## src/i2sPkg.sv

```systemverilog
/*
 * I2S transmitter shared definitions
 * Serial clock timing, FIFO sizing and the host sample word
 * with its two decodings (one 32-bit channel or a 16-bit pair)
 */

`default_nettype none

package i2sPkg;

    //--------------------------------------------------
    // Serial clock timing
    //--------------------------------------------------

    // audioClk cycles per BCLK half period
    localparam logic [2:0] bclkHalfPeriod = 3'd4;

    // Bits per channel slot, MSB first on the line
    localparam logic [5:0] slotBits = 6'd32;

    // BCLK periods per stereo frame (left + right)
    localparam logic [6:0] frameBclks = 7'd64;

    //--------------------------------------------------
    // Sample FIFO sizing
    //--------------------------------------------------

    localparam logic [3:0] fifoDepth = 4'd8;

    // Pointer width, depth must stay a power of two
    localparam logic [1:0] fifoAddrWidth = 2'd3;

    //--------------------------------------------------
    // Host sample word
    //--------------------------------------------------

    // 16-bit packed stereo view
    typedef struct packed {
        logic [15:0] left;
        logic [15:0] right;
    } samplePair_s;

    // Same 32 bits, read as one channel or as a pair
    typedef union packed {
        logic [31:0] word;
        samplePair_s pair;
    } sampleWord_u;

endpackage

`default_nettype wire

```

## src/sampleFifo.sv

```systemverilog
/*
 * Sample FIFO
 * Eight-entry synchronous buffer for host sample words.
 * Head entry is always visible on rdData, a pop removes it
 * at the next edge. Writes while full are dropped.
 */

`timescale 1ns/10ps
`default_nettype none

module sampleFifo (
    input  wire                 audioClk,
    input  wire                 arstN,
    input  wire                 wrEn,
    input  i2sPkg::sampleWord_u wrData,
    input  wire                 popEn,
    output i2sPkg::sampleWord_u rdData,
    output logic                empty,
    output logic                full
);

    //--------------------------------------------------
    // Storage and pointers
    //--------------------------------------------------

    // Payload only, no reset
    i2sPkg::sampleWord_u mem [0:i2sPkg::fifoDepth-1];

    logic [i2sPkg::fifoAddrWidth-1:0] wrPtr;
    logic [i2sPkg::fifoAddrWidth-1:0] rdPtr;

    // Occupancy, 0 up to fifoDepth inclusive
    logic [3:0] count;

    logic doWrite;
    logic doPop;

    // Qualified requests
    assign doWrite = wrEn && !full;
    assign doPop   = popEn && !empty;

    // Levels straight from the count
    assign empty = (count == 4'd0);
    assign full  = (count == i2sPkg::fifoDepth);

    // Head of queue, always valid when not empty
    assign rdData = mem[rdPtr];

    //--------------------------------------------------
    // Write side
    //--------------------------------------------------

    always_ff @(posedge audioClk)
    begin
        if (doWrite)
        begin
            mem[wrPtr] <= wrData;
        end
    end

    //--------------------------------------------------
    // Pointer and count update
    //--------------------------------------------------

    always_ff @(posedge audioClk or negedge arstN)
    begin
        if (!arstN)
        begin
            wrPtr <= '0;
            rdPtr <= '0;
            count <= 4'd0;
        end
        else
        begin
            // Pointers wrap at depth, power of two
            if (doWrite)
            begin
                wrPtr <= wrPtr + 1'b1;
            end
            if (doPop)
            begin
                rdPtr <= rdPtr + 1'b1;
            end

            // Simultaneous write and pop leaves count alone
            if (doWrite && !doPop)
            begin
                count <= count + 4'd1;
            end
            else if (doPop && !doWrite)
            begin
                count <= count - 4'd1;
            end
        end
    end

endmodule

`default_nettype wire

```

## src/slotLoader.sv

```systemverilog
/*
 * Slot loader
 * On each frame request, hands the staged pair to the serializer
 * and refills the stage from the FIFO. Packed mode takes one word
 * for both channels, 32-bit mode one word per channel.
 * A frame without enough data is sent as zeros and flags underrun.
 */

`timescale 1ns/10ps
`default_nettype none

module slotLoader (
    input  wire                         audioClk,
    input  wire                         arstN,
    input  wire                         frameReq,
    input  wire                         packed16,
    input  wire                         clearUnderrun,
    input  i2sPkg::sampleWord_u         rdData,
    input  wire                         empty,
    output logic                        popEn,
    output logic [i2sPkg::slotBits-1:0] leftSlot,
    output logic [i2sPkg::slotBits-1:0] rightSlot,
    output logic                        underrun
);

    // Next frame's pair, one frame ahead of the outputs
    logic [i2sPkg::slotBits-1:0] stageLeft;
    logic [i2sPkg::slotBits-1:0] stageRight;

    // Left word already taken while its right partner is missing
    i2sPkg::sampleWord_u heldWord;
    logic                heldValid;
    i2sPkg::sampleWord_u firstWord;

    // Refill in progress after a request
    logic active;
    logic finish;
    logic fail;

    assign firstWord = heldValid ? heldWord : rdData;

    //--------------------------------------------------
    // Pop decision, one step per cycle
    //--------------------------------------------------

    always_comb
    begin
        popEn  = 1'b0;
        finish = 1'b0;
        fail   = 1'b0;
        if (active)
        begin
            if (packed16)
            begin
                // Single word covers both channels
                finish = 1'b1;
                popEn  = !heldValid && !empty;
                fail   = !heldValid && empty;
            end
            else if (heldValid)
            begin
                // Left in hand, right from FIFO
                finish = 1'b1;
                popEn  = !empty;
                fail   = empty;
            end
            else
            begin
                // Take left now, right next cycle
                popEn  = !empty;
                finish = empty;
                fail   = empty;
            end
        end
    end

    always_ff @(posedge audioClk)
    begin
        if (popEn && !finish)
        begin
            heldWord <= rdData;
        end
    end

    //--------------------------------------------------
    // Stage, outputs and sticky underrun
    //--------------------------------------------------

    always_ff @(posedge audioClk or negedge arstN)
    begin
        if (!arstN)
        begin
            leftSlot   <= '0;
            rightSlot  <= '0;
            stageLeft  <= '0;
            stageRight <= '0;
            active     <= 1'b0;
            heldValid  <= 1'b0;
            underrun   <= 1'b0;
        end
        else
        begin
            // Handover, stable until the next request
            if (frameReq)
            begin
                leftSlot  <= stageLeft;
                rightSlot <= stageRight;
            end

            if (frameReq)
            begin
                active <= 1'b1;
            end
            else if (finish)
            begin
                active <= 1'b0;
            end

            if (finish && fail)
            begin
                stageLeft  <= '0;
                stageRight <= '0;
            end
            else if (finish && packed16)
            begin
                // MSB-justified halves, low bits zero
                stageLeft  <= {firstWord.pair.left, 16'h0000};
                stageRight <= {firstWord.pair.right, 16'h0000};
            end
            else if (finish)
            begin
                stageLeft  <= heldWord.word;
                stageRight <= rdData.word;
            end

            if (finish && !fail)
            begin
                heldValid <= 1'b0;
            end
            else if (popEn)
            begin
                heldValid <= 1'b1;
            end

            // Set wins over a clear in the same cycle
            if (fail)
            begin
                underrun <= 1'b1;
            end
            else if (clearUnderrun)
            begin
                underrun <= 1'b0;
            end
        end
    end

endmodule

`default_nettype wire

```

## src/i2sSerializer.sv

```systemverilog
/*
 * I2S serializer
 * Divides audioClk into BCLK and LRCLK and shifts each slot out
 * MSB first on falling BCLK edges, one bit period after every
 * LRCLK edge. Pulses frameReq where LRCLK falls.
 */

`timescale 1ns/10ps
`default_nettype none

module i2sSerializer (
    input  wire                         audioClk,
    input  wire                         arstN,
    input  wire [i2sPkg::slotBits-1:0]  leftSlot,
    input  wire [i2sPkg::slotBits-1:0]  rightSlot,
    output logic                        bclk,
    output logic                        lrclk,      // Low left, high right
    output logic                        sdata,
    output logic                        frameReq
);

    //--------------------------------------------------
    // BCLK divider
    //--------------------------------------------------

    logic [2:0] halfCnt;
    logic       bclkToggle;
    logic       bclkFall;

    // Toggle every bclkHalfPeriod cycles
    assign bclkToggle = (halfCnt == i2sPkg::bclkHalfPeriod - 3'd1);

    // Toggle while high means BCLK is about to fall
    assign bclkFall = bclkToggle && bclk;

    always_ff @(posedge audioClk or negedge arstN)
    begin
        if (!arstN)
        begin
            halfCnt <= 3'd0;
            bclk    <= 1'b0;
        end
        else if (bclkToggle)
        begin
            halfCnt <= 3'd0;
            bclk    <= ~bclk;
        end
        else
        begin
            halfCnt <= halfCnt + 3'd1;
        end
    end

    //--------------------------------------------------
    // LRCLK from a count of BCLK half periods
    //--------------------------------------------------

    // 0..127 over one frame, odd values end on a falling edge
    logic [6:0] halfIdx;
    logic       slotEnd;
    logic       frameEnd;
    logic       slotStart;

    // Last half period of a slot and of the frame
    assign slotEnd  = bclkToggle && (halfIdx[5:0] == 6'(2 * i2sPkg::slotBits - 1));
    assign frameEnd = bclkToggle && (halfIdx == 7'(2 * i2sPkg::frameBclks - 1));

    // First falling edge after the LRCLK edge, MSB goes out here
    assign slotStart = bclkFall && (halfIdx[5:1] == 5'd0);

    always_ff @(posedge audioClk or negedge arstN)
    begin
        if (!arstN)
        begin
            halfIdx  <= 7'd0;
            lrclk    <= 1'b0;
            frameReq <= 1'b0;
        end
        else
        begin
            if (frameEnd)
            begin
                halfIdx <= 7'd0;
            end
            else if (bclkToggle)
            begin
                halfIdx <= halfIdx + 7'd1;
            end

            // LRCLK edges always land on a falling BCLK edge
            if (slotEnd)
            begin
                lrclk <= ~lrclk;
            end

            // High in the first cycle with LRCLK low again
            frameReq <= frameEnd;
        end
    end

    //--------------------------------------------------
    // Parallel to serial, MSB first
    //--------------------------------------------------

    logic [i2sPkg::slotBits-1:0] shiftReg;
    logic [i2sPkg::slotBits-1:0] curSlot;

    // LRCLK already switched when the slot starts
    assign curSlot = lrclk ? rightSlot : leftSlot;

    always_ff @(posedge audioClk)
    begin
        if (slotStart)
        begin
            shiftReg <= curSlot << 1;
        end
        else if (bclkFall)
        begin
            shiftReg <= shiftReg << 1;
        end
    end

    // LSB of the old slot stays on through the LRCLK edge period
    always_ff @(posedge audioClk or negedge arstN)
    begin
        if (!arstN)
        begin
            sdata <= 1'b0;
        end
        else if (slotStart)
        begin
            sdata <= curSlot[i2sPkg::slotBits-1];
        end
        else if (bclkFall)
        begin
            sdata <= shiftReg[i2sPkg::slotBits-1];
        end
    end

endmodule

`default_nettype wire

```

## src/i2sTransmitter.sv

```systemverilog
/*
 * Stereo I2S transmitter
 * Host words go through the sample FIFO, the loader turns them
 * into left/right slots once per frame, the serializer drives
 * the I2S pins
 */

`timescale 1ns/10ps
`default_nettype none

module i2sTransmitter (
    input  wire        audioClk,
    input  wire        arstN,
    input  wire        wrEn,
    input  wire [31:0] wrData,
    input  wire        packed16,
    input  wire        clearUnderrun,
    output logic       bclk,
    output logic       lrclk,
    output logic       sdata,
    output logic       fifoFull,
    output logic       underrun
);

    // FIFO to loader
    i2sPkg::sampleWord_u rdData;
    logic                empty;
    logic                popEn;

    // Serializer and loader
    logic                        frameReq;
    logic [i2sPkg::slotBits-1:0] leftSlot;
    logic [i2sPkg::slotBits-1:0] rightSlot;

    sampleFifo fifoInst (
        .audioClk (audioClk),
        .arstN    (arstN),
        .wrEn     (wrEn),
        .wrData   (wrData),
        .popEn    (popEn),
        .rdData   (rdData),
        .empty    (empty),
        .full     (fifoFull)
    );

    slotLoader loaderInst (
        .audioClk      (audioClk),
        .arstN         (arstN),
        .frameReq      (frameReq),
        .packed16      (packed16),
        .clearUnderrun (clearUnderrun),
        .rdData        (rdData),
        .empty         (empty),
        .popEn         (popEn),
        .leftSlot      (leftSlot),
        .rightSlot     (rightSlot),
        .underrun      (underrun)
    );

    i2sSerializer serInst (
        .audioClk  (audioClk),
        .arstN     (arstN),
        .leftSlot  (leftSlot),
        .rightSlot (rightSlot),
        .bclk      (bclk),
        .lrclk     (lrclk),
        .sdata     (sdata),
        .frameReq  (frameReq)
    );

endmodule

`default_nettype wire

```

## config.mk

```make
export PLATFORM = sky130hd
export DESIGN_NAME = i2sTransmitter
export DESIGN_NICKNAME = d
export VERILOG_FILES = /design/src/i2sPkg.sv /design/src/sampleFifo.sv /design/src/slotLoader.sv /design/src/i2sSerializer.sv /design/src/i2sTransmitter.sv
export SDC_FILE = /design/constraint.sdc
export NUM_CORES = 1
export LEC_CHECK = 0
export ABC_AREA = 1
export CAP_MARGIN = 20
export CORE_MARGIN = 3
export CORE_UTILIZATION = 45
export CTS_CLUSTER_SIZE = 20
export DETAILED_ROUTE_END_ITERATION = 10
export DONT_BUFFER_PORTS = 1
export PLACE_DENSITY = 0.68
export SLEW_MARGIN = 0
export SYNTH_ARGS = -nofsm -noshare
export SYNTH_HDL_FRONTEND = slang
export SYNTH_SLANG_ARGS = --single-unit
```

## constraint.sdc

```tcl
create_clock -name audioClk -period 3.2 [get_ports audioClk]
set_clock_uncertainty 0.15 [all_clocks]
set_input_delay 0.16 -clock audioClk [delete_from_list [all_inputs] [get_ports audioClk]]
set_output_delay 0.16 -clock audioClk [all_outputs]
set_load 0.02 [all_outputs]
```

# Word level (Yosys, flattened, before mapping)

Memory sizes are Yosys's and may differ from the RTL's.
Index checks and enable logic that the tools add are counted.
Widths: inputs -> output; s select.

Memories kept: 1
Bits in latches: 0
RAM bits: 256
Register bits after elaboration: 218
ROM bits: 0
Input bits: 37
Word-level logic and storage cells: 93
Output and inout bits: 5

Reduce and logical (&&, ||, !) cells: 30
Multiplexer cells: 32
Multipliers: 0
Order comparisons: 0
Eq/ne operators: 4
Add/sub/neg operators: 6
Shift operators: 0
Bitwise logic cells: 2
Div/mod/pow operators: 0

Memory list:

| name         | words | width | read ports | clocked after memory_dff | write ports | RTL line         | RTL |
|---|---|---|---|---|---|---|---|
| fifoInst.mem | 8     | 32    | 1          | 0                        | 1           | sampleFifo.sv:27 | `i2sPkg::sampleWord_u mem [0:i2sPkg::fifoDepth-1];` |

Operators with widths:

| operator            | number |
|---|---|
| $mux 32             | 10 |
| $mux 1              | 17 |
| $logic_and 1x1->1   | 14 |
| $mux 7              | 2 |
| $reduce_bool 2->1   | 6 |
| $add 3x1->3 const B | 3 |
| $mux 4              | 2 |
| $add 7x1->7 const B | 1 |
| $eq 7x7->1 const B  | 1 |
| $logic_not 1->1     | 7 |
| $eq 6x6->1 const B  | 1 |
| $logic_not 5->1     | 1 |
| $add 4x1->4 const B | 1 |
| $eq 4x4->1 const B  | 1 |
| $logic_not 4->1     | 1 |
| $sub 4x1->4 const B | 1 |
| $eq 3x2->1 const B  | 1 |
| $mux 3              | 1 |
| $reduce_bool 3->1   | 1 |
| $not 1->1           | 2 |

# Longest topological paths before layout

Gate-level depths: netlist of run 1.

Word-level depth: 9
Gate-level depth with buffers: 12
Gate-level depth less buffers: 12

# Hierarchy

From an unflattened synthesis of run 1, not the netlist that was laid out.

Cells, all modules: 2014
Area total of the unflattened synthesis: 19921.6 sq um

Modules (own cells, without submodules):

| module        | cells each | times used | area each (sq um) | seq. area each (sq um) |
|---|---|---|---|---|
| sampleFifo    | 934        | 1          | 10800.4           | 7937.6 |
| slotLoader    | 769        | 1          | 6671.4            | 4239.1 |
| i2sSerializer | 311        | 1          | 2449.8            | 1281.2 |

# Least setup slack after synthesis of run 1

OpenSTA, ideal clock, no wires.

Path type: reg-to-reg
From: register serInst.halfCnt[0]
To: register serInst.shiftReg[22] (netlist name) (data pin)
Clock period less this slack: 3.139 ns
Arrival: 2.724 ns
Library setup time: 0.264 ns
Path slack: 0.061 ns
Required time: 2.786 ns
Stages on the path, launching flop included: 8
Buffers on the path: 1
Cell sequence: dfrtp_1 -> ha_1 -> nand2_1 -> nor2_1 -> nand2_2 -> clkbuf_1 -> nand2_1 -> o21ai_0

Longest elaborated chain between the ends: 4

RTL lines:

| item                   | RTL line             | RTL |
|---|---|---|
| from (decl)            | i2sSerializer.sv:26  | `logic [2:0] halfCnt;` |
| from (signal assigned) | i2sSerializer.sv:50  | `halfCnt <= halfCnt + 3'd1;` |
| $eq 3x2->1             | i2sSerializer.sv:31  | `assign bclkToggle = (halfCnt == i2sPkg::bclkHalfPeriod - 3'd1);` |
| $logic_and 1x1->1      | i2sSerializer.sv:34  | `assign bclkFall = bclkToggle && bclk;` |
| $logic_and 1x1->1      | i2sSerializer.sv:69  | `assign slotStart = bclkFall && (halfIdx[5:1] == 5'd0);` |
| $mux 32                | i2sSerializer.sv:113 | `if (slotStart)` |
| to (signal assigned)   | i2sSerializer.sv:115 | `shiftReg <= curSlot << 1;` |
| to (signal assigned)   | i2sSerializer.sv:119 | `shiftReg <= shiftReg << 1;` |
| to (decl)              | i2sSerializer.sv:105 | `logic [i2sPkg::slotBits-1:0] shiftReg;` |

No other way between the ends.
A chain may end at the register's enable or synchronous reset.

# Final worst setup path of run 1

From: register loaderInst.heldValid
To: register loaderInst.stageRight[2] (netlist name)

Longest elaborated chain between the ends: 6
Elaborated cells on any way between the ends: 12
Those cells by class: mux: 7; reduce/logical: 5

RTL lines:

| item                                         | RTL line                             | RTL |
|---|---|---|
| from (decl)                                  | slotLoader.sv:32                     | `logic heldValid;` |
| from (signal assigned)                       | slotLoader.sv:98                     | `heldValid <= 1'b0;` |
| from (signal assigned)                       | slotLoader.sv:138                    | `heldValid <= 1'b0;` |
| from (signal assigned)                       | slotLoader.sv:142                    | `heldValid <= 1'b1;` |
| $mux 1 or $logic_not 1->1 (tied branches)    | slotLoader.sv:60, slotLoader.sv:58   |  |
| $mux 1 or $logic_and 1x1->1 (tied branches)  | slotLoader.sv:53, slotLoader.sv:58   |  |
| $mux 1, on equally long branches             | slotLoader.sv:51, slotLoader.sv:53   |  |
| $logic_and 1x1->1 or $mux 1 (tied branches)  | slotLoader.sv:124, slotLoader.sv:51  |  |
| $mux 32 or $logic_and 1x1->1 (tied branches) | slotLoader.sv:124, slotLoader.sv:119 |  |
| $mux 32 or $reduce_bool 3->1 (tied branches) | --                                   |  |
| to (signal assigned)                         | slotLoader.sv:128                    | `stageRight <= {firstWord.pair.right, 16'h0000};` |
| to (signal assigned)                         | slotLoader.sv:133                    | `stageRight <= rdData.word;` |
| to (decl)                                    | slotLoader.sv:28                     | `logic [i2sPkg::slotBits-1:0] stageRight;` |

Several ways; a longest one is shown, not always the timed one.

==> results of run 1 <==
-- power groups by stage --
stage                     clock (mW)  combinational, mW  sequential [mW]
final                           5.52               1.37             7.28
after global routing            5.89               1.54             7.32
after CTS                       5.63               1.38             7.28
after detailed placement           0               1.30             7.41
after global placement             0               1.26             7.39
after floorplan                    0              0.812             7.39
-- per-layer routing --
| metal | GRT usage, % | share of wire, % | up-vias | wire length, um |
|---|---|---|---|---|
| met5 | 0 | 0.019 | - | 8 |
| met4 | 7.223 | 3.3 | 2 | 1421 |
| met3 | 3.281 | 5.7 | 84 | 2415 |
| met2 | 29.63 | 47 | 321 | 19890 |
| met1 | 25.60 | 44 | 6162 | 18960 |
| li1 | - | - | 6399 | - |
-- synthesized netlist by cell type (3+ instances only) --
library cell / count
a21oi_1: 38
buf_1: 7
buf_2: 39
buf_4: 3
buf_6: 6
clkbuf_1: 42
dfrtp_1: 155
edfxtp_1: 319
ha_1: 7
inv_1: 244
nand2_1: 629
nand3_1: 170
nand3_2: 3
nor2_1: 80
nor3_1: 4
o21ai_0: 169
o21ai_1: 13
o21ai_2: 10
xnor2_1: 4
xor2_1: 4
-- cells by family after synthesis --
| logic type | after synthesis |
|---|---|
| compound gates | 231 |
| xor+xnor | 8 |
| fa+ha+maj | 8 |
| buf+inv | 344 |
| flops | 474 |
| mux | 2 |
| simple gates | 892 |
-- worst min-delay path by stage --
stage,end,startpoint,cells past startpoint
after CTS,serInst.sdata,arstN,0
after detailed placement,serInst.halfIdx[2],arstN,0
after global placement,serInst.halfIdx[2],arstN,0
after global routing,serInst.halfIdx[2],arstN,0
after floorplan,fifoInst.count[0],arstN,0
final,serInst.halfIdx[1],arstN,0
-- critical path, stage by stage (launching register included) --
cell and delay [ps]:
dfrtp_1 360, buf_4 230, inv_2 170, nand3_2 180
nand2_4 250, inv_2 460, nand3_2 440, o21ai_0 300
-- area by class of cell --
class                   instances  share of cell area, %
clock buffers                  66                  6.168
inverters                     247                  4.138
clock inverters                24                 0.7919
repair buffers                 67                  3.034
flip-flops and latches        474                  60.02
multi-input cells            1141                  22.59
well taps                     585                  3.263
-- per-stage QoR --
step	setup WS, ps	power (mW)	cell area, um^2	instances
floorplan	61.45	8.198	19860	1959
global placement	669.7	8.647	20510	2478
detailed placement	533.3	8.706	20510	2478
CTS	505.7	14.30	22440	2604
global route	270.3	14.75	22440	2604
finish	537.5	14.17	22440	2604
-- state kept, by name, summed over array words and instances (netlist names) --
register and count:
fifoInst.count 4, fifoInst.mem 256, fifoInst.rdPtr 3, fifoInst.wrPtr 3, loaderInst.active 1, loaderInst.heldValid 1, loaderInst.heldWord 32, loaderInst.leftSlot 32
loaderInst.rightSlot 32, loaderInst.stageLeft 32, loaderInst.stageRight 32, loaderInst.underrun 1, serInst.bclk 1, serInst.frameReq 1, serInst.halfCnt 3, serInst.halfIdx 7
serInst.lrclk 1, serInst.sdata 1, serInst.shiftReg 31
-- repair_timing --
action                                  4_1_cts  5_1_grt
endpoints found under the setup margin        0        0
endpoints found under the hold margin       438      155
buffers inserted                              0        0
==> reports/metrics.cfg, run 1 <==
[status]
status = finished, violations left
violations = negative hold slack

[yosys]
ys_seq_elements = 474
synth_cells = 1959
synth_fa_ha_area_share_pct = 0.5419
synthTopCellsByArea = edfxtp_1 (48%), dfrtp_1 (20%), nand2_1 (12%)
ys.flop_type = edfxtp_1
synth_fp_nets = 2004
synth-edff-count = 319
synth_xor_area_share_pct = 0.3529
ys_types = 32
netlist_area_mm2 = 0.01986
ys_warn_count = 0
syn_avg_cell_area_um2 = 10.14
synth_top_family_by_area = simple AND/OR/NAND/NOR gates
async_flop_share_pct = 32.70
yosysTopAreaCell = edfxtp_1
synth_compound_gate_area_share_pct = 6.030
yosysTopAreaCellShare_pct = 48.24
synth_simple_gate_area_share_pct = 18.16
synth_mux_area_share_pct = 0.1071
ys_seq_area_share_pct = 67.78

[clocking]
postCtsHoldBufs = 36
h-tree-depth = 2
cts_tree = built
cts_resized = 0
clk_pin_slew_ps = 60
clkSinkCount = 474
cts_root_buffer = clkbuf_16
cts_buffers = 49
clk_latency_ps = 580
cts_buffer_depth = 3

[routing]
wl_um = 42700
drt-initial-drc-count = 1175
antenna_left = 0
vias = 12970
viasPerCell = 4.980
avgRoutedWirePerCell_um = 16.40
dr.pass1.iters = 8
drc = 0

[setup_path]
start_kind = register
cp_max_fo = 37
crit_end = loaderInst.stageRight[2]
rrSetupSlack_ps = 540
cp.arrival_ps = 3000
cp_data_required_time_ps = 3540
worstReg2RegStart = loaderInst.heldValid
critPathCaptureType = register
crit_type = register to register
r2r_end = loaderInst.stageRight[2]
crit_path_start = loaderInst.heldValid
reg2reg_depth = 7

[run]
maxCapViolations = 0

[placement]
routabilityCongestion = 0.8192
dp_hpwl_um = 26100
io_buffers = 0

[die]
die_x_um = 216.1
ios = 42
core.rowCount = 76
initial_utilization_pct = 45.79
core_mm2 = 0.04336
die_y_um = 216.1
dieArea_mm2 = 0.04668

[grt]
grt.total_usage_pct = 18.57
grt_pass1_wl_um = 69280
grt_max_degree = 156
grt_pass1_vias = 12800
grt-ovfl-total = 0
grt_antenna_before_repair = 1

[finish]
layout_commonest_cell = nand2_1
drive_gt1_share_pct = 7.033
layout_common_cells = nand2_1 (629), edfxtp_1 (319), inv_1 (243)
finish.utilization_pct = 51.74
areaGrowthSynthToFinish_pct = 12.99
multiInputGateArea_mm2 = 0.005067
layout.nets = 2025
antenna_cells = 0
nFillCells = 3853
ff_latch_area_mm2 = 0.01347

[sta]
rsz0062_at_grt = no
hold_viol_final = 155
slew_headroom_pct = 37.74
fmaxAchievable_ghz = 0.3756
worst_pin_slew_ps = 930.6
finalSetupViolCount = 0
final_min_period_over_clock_period_pct = 83.20
fin_crit_ps = 2663
whs_ps = -869.4
drv_slew = 0
fin_setup_tns_ps = 0

[power_and_ir_drop]
p_switching_mw = 3.445
sw_frac_of_total_pct = 24.30
seqPwrFrac_pct = 51.4
intPower_mw = 10.73
ir_drop_mv = 0.4903
p_per_area_mw_per_mm2 = 631.8
power_frac_comb_pct = 9.7
p_leak_nw = 9.474
clkPwrFrac_pct = 39.0

[min_path]
hp-class = input pin to asynchronous set/reset pin

No activity file was read; power rests on OpenSTA's default activity.
==> run 2, diff against run 1 <==
==> constraint.sdc (replaced) <==
create_clock -name audioClk -period 2.4 [get_ports audioClk]
set_clock_uncertainty 0.15 [all_clocks]
set_input_delay 0.12 -clock audioClk [delete_from_list [all_inputs] [get_ports audioClk]]
set_output_delay 0.12 -clock audioClk [all_outputs]
set_load 0.02 [all_outputs]
==> run 2 against run 1 <==
Effect of this change:
- the run still ends with negative hold slack left
- global-route usage hardly changed
- clock power is 25% higher
- sequential cell count stayed put
- clock-buffer cell count is 3 lower
- wire length is 0.13% lower
- via count is 0.93% higher
- non-clock buffer count is 13 higher
- cell area is 0.41% higher
- worst setup slack worse by 290 ps
- die area stayed put
- largest power group unchanged
==> reports/metrics.cfg, run 2 (synthesized netlist as in run 1, its figures left out) <==
[status]
status = finished, violations left
violations = negative hold slack

[clocking]
clk_pin_slew_ps = 60
cts_tree = built
cts_buffers = 48
cts_root_buffer = clkbuf_16
clkSinkCount = 474
postCtsHoldBufs = 36
h-tree-depth = 2
cts_setup_buffers = 0
cts_buffer_depth = 3
clk_latency_ps = 580

[sta]
whs_ps = -904.1
hold_viol_final = 155
fmaxAchievable_ghz = 0.4647
fin_crit_ps = 2152
finalSetupViolCount = 0
slew_headroom_pct = 57.22
drv_slew = 0
final_min_period_over_clock_period_pct = 89.67
rsz0062_at_grt = no
worst_pin_slew_ps = 641.8

[grt]
grt.total_usage_pct = 18.54
grt_max_degree = 156
grt_antenna_before_repair = 2
grt-ovfl-total = 0
grt_pass1_wl_um = 69090
grt_pass1_vias = 12840

[setup_path]
worstReg2RegStart = fifoInst.count[1]
cp_max_fo = 4
crit_type = register to register
crit_path_start = fifoInst.count[1]
r2r_end = fifoInst.count[3]
reg2reg_depth = 12
critPathCaptureType = register
cp.arrival_ps = 2450
start_kind = register
cp_data_required_time_ps = 2700
rrSetupSlack_ps = 250

[die]
initial_utilization_pct = 45.79
dieArea_mm2 = 0.04668
die_y_um = 216.1
core_mm2 = 0.04336
core.rowCount = 76
ios = 42
die_x_um = 216.1

[run]
maxCapViolations = 0

[routing]
drt-initial-drc-count = 801
avgRoutedWirePerCell_um = 16.32
antenna_left = 0
dr.pass1.iters = 5
vias = 13090
drc = 0
viasPerCell = 5.009
wl_um = 42640

[finish]
fin_area_mm2 = 0.02253
largest_register_ff_count = 256
largest_register = fifoInst.mem
layout_common_cells = nand2_1 (628), edfxtp_1 (319), inv_1 (242)
areaGrowthSynthToFinish_pct = 13.45
layout_commonest_cell = nand2_1
drive_gt1_share_pct = 7.301
layout.nets = 2037

[power_and_ir_drop]
p_leak_nw = 9.474
sw_frac_of_total_pct = 24.59
ir_drop_mv = 0.6567
p_switching_mw = 4.551
p_per_area_mw_per_mm2 = 821.7
clkPwrFrac_pct = 37.1
seqPwrFrac_pct = 52.4
intPower_mw = 13.96
power_frac_comb_pct = 10.5

[placement]
routabilityCongestion = 0.7872
dp_hpwl_um = 25420
dpl_cell_area_mm2 = 0.02072
io_buffers = 0

[min_path]
hp-class = input pin to asynchronous set/reset pin

run 2: cell types whose count changed in the layout (fill, tap and decap cells not counted), moves of 2 or more:
cell        previous run  this run
clkbuf_8               3         1
bufinv_16              2         0
clkinv_2              14         7
buf_4                 24        29
buf_12                 7        15
clkinv_1               5        11
clkbuf_16             52        50
inv_4                  2         0
clkinvlp_4             1         3
run 2: worst max-delay path, cell delays in order, from the launching register on:
cell and delay, ps:
dfrtp_1 390, nor2_2 150, nand3_2 110, nand2_2 90, inv_1 60, ha_1 180
inv_2 100, ha_4 210, a21oi_1 120, nand2_1 80, a21oi_1 120, o21ai_0 110
xor2_1 160
run 2: worst max path at each step:
stage,endpoint,slack (ps),cells past startpoint
2_1_floorplan,fifoInst.mem[0][0],-480,5
3_3_place_gp,fifoInst.count[3],160,12
3_5_place_dp,fifoInst.count[3],140,12
4_1_cts,fifoInst.count[3],130,12
5_1_grt,fifoInst.count[3],60,12
6_report,fifoInst.count[3],250,12
run 2: power groups by stage:
stage | combinational [mW] | clock (mW) | sequential (mW)
6_report | 1.94 | 6.88 | 9.69
3_5_place_dp | 1.82 | 0 | 9.85
2_1_floorplan | 1.10 | 0 | 9.84
5_1_grt | 2.18 | 7.34 | 9.75
3_3_place_gp | 1.77 | 0 | 9.83
4_1_cts | 1.93 | 7.02 | 9.69
run 2: timing repair:
item | 4_1_cts | 5_1_grt
setup endpoints to repair | 0 | 1
hold endpoints to repair | 463 | 155
resized for setup | 0 | 5
run 2: stage by stage:
step	utilization [%]	TNS [ps]	total power [mW]	std cells	setup WS (ps)
floorplan	-	-60930	10.94	1959	-476.0
global placement	47.78	0	11.60	2491	159.5
detailed placement	47.78	0	11.67	2491	142.3
CTS	51.90	0	18.64	2612	127.4
global route	51.95	0	19.27	2612	59.82
finish	51.95	0	18.51	2613	247.9
run 2: final cells by class:
class | instances | area, um^2
Timing Repair Buffer | 80 | 878.3
Tap cell | 585 | 732.0
Sequential cell | 474 | 13470
Inverter | 247 | 928.4
Fill cell | 3818 | 20830
Clock buffer | 63 | 1310
Clock inverter | 22 | 116.4
Multi-Input combinational cell | 1141 | 5095
Antenna cell | 1 | 2.502
run 2: routing by layer:
metal	GRT usage, %	part of all wire, %	wire length (um)
met1	25.58	44	18800
met2	29.66	47	19920
met3	3.253	6.2	2637
met4	7.069	3.0	1277
met5	0	0.030	13
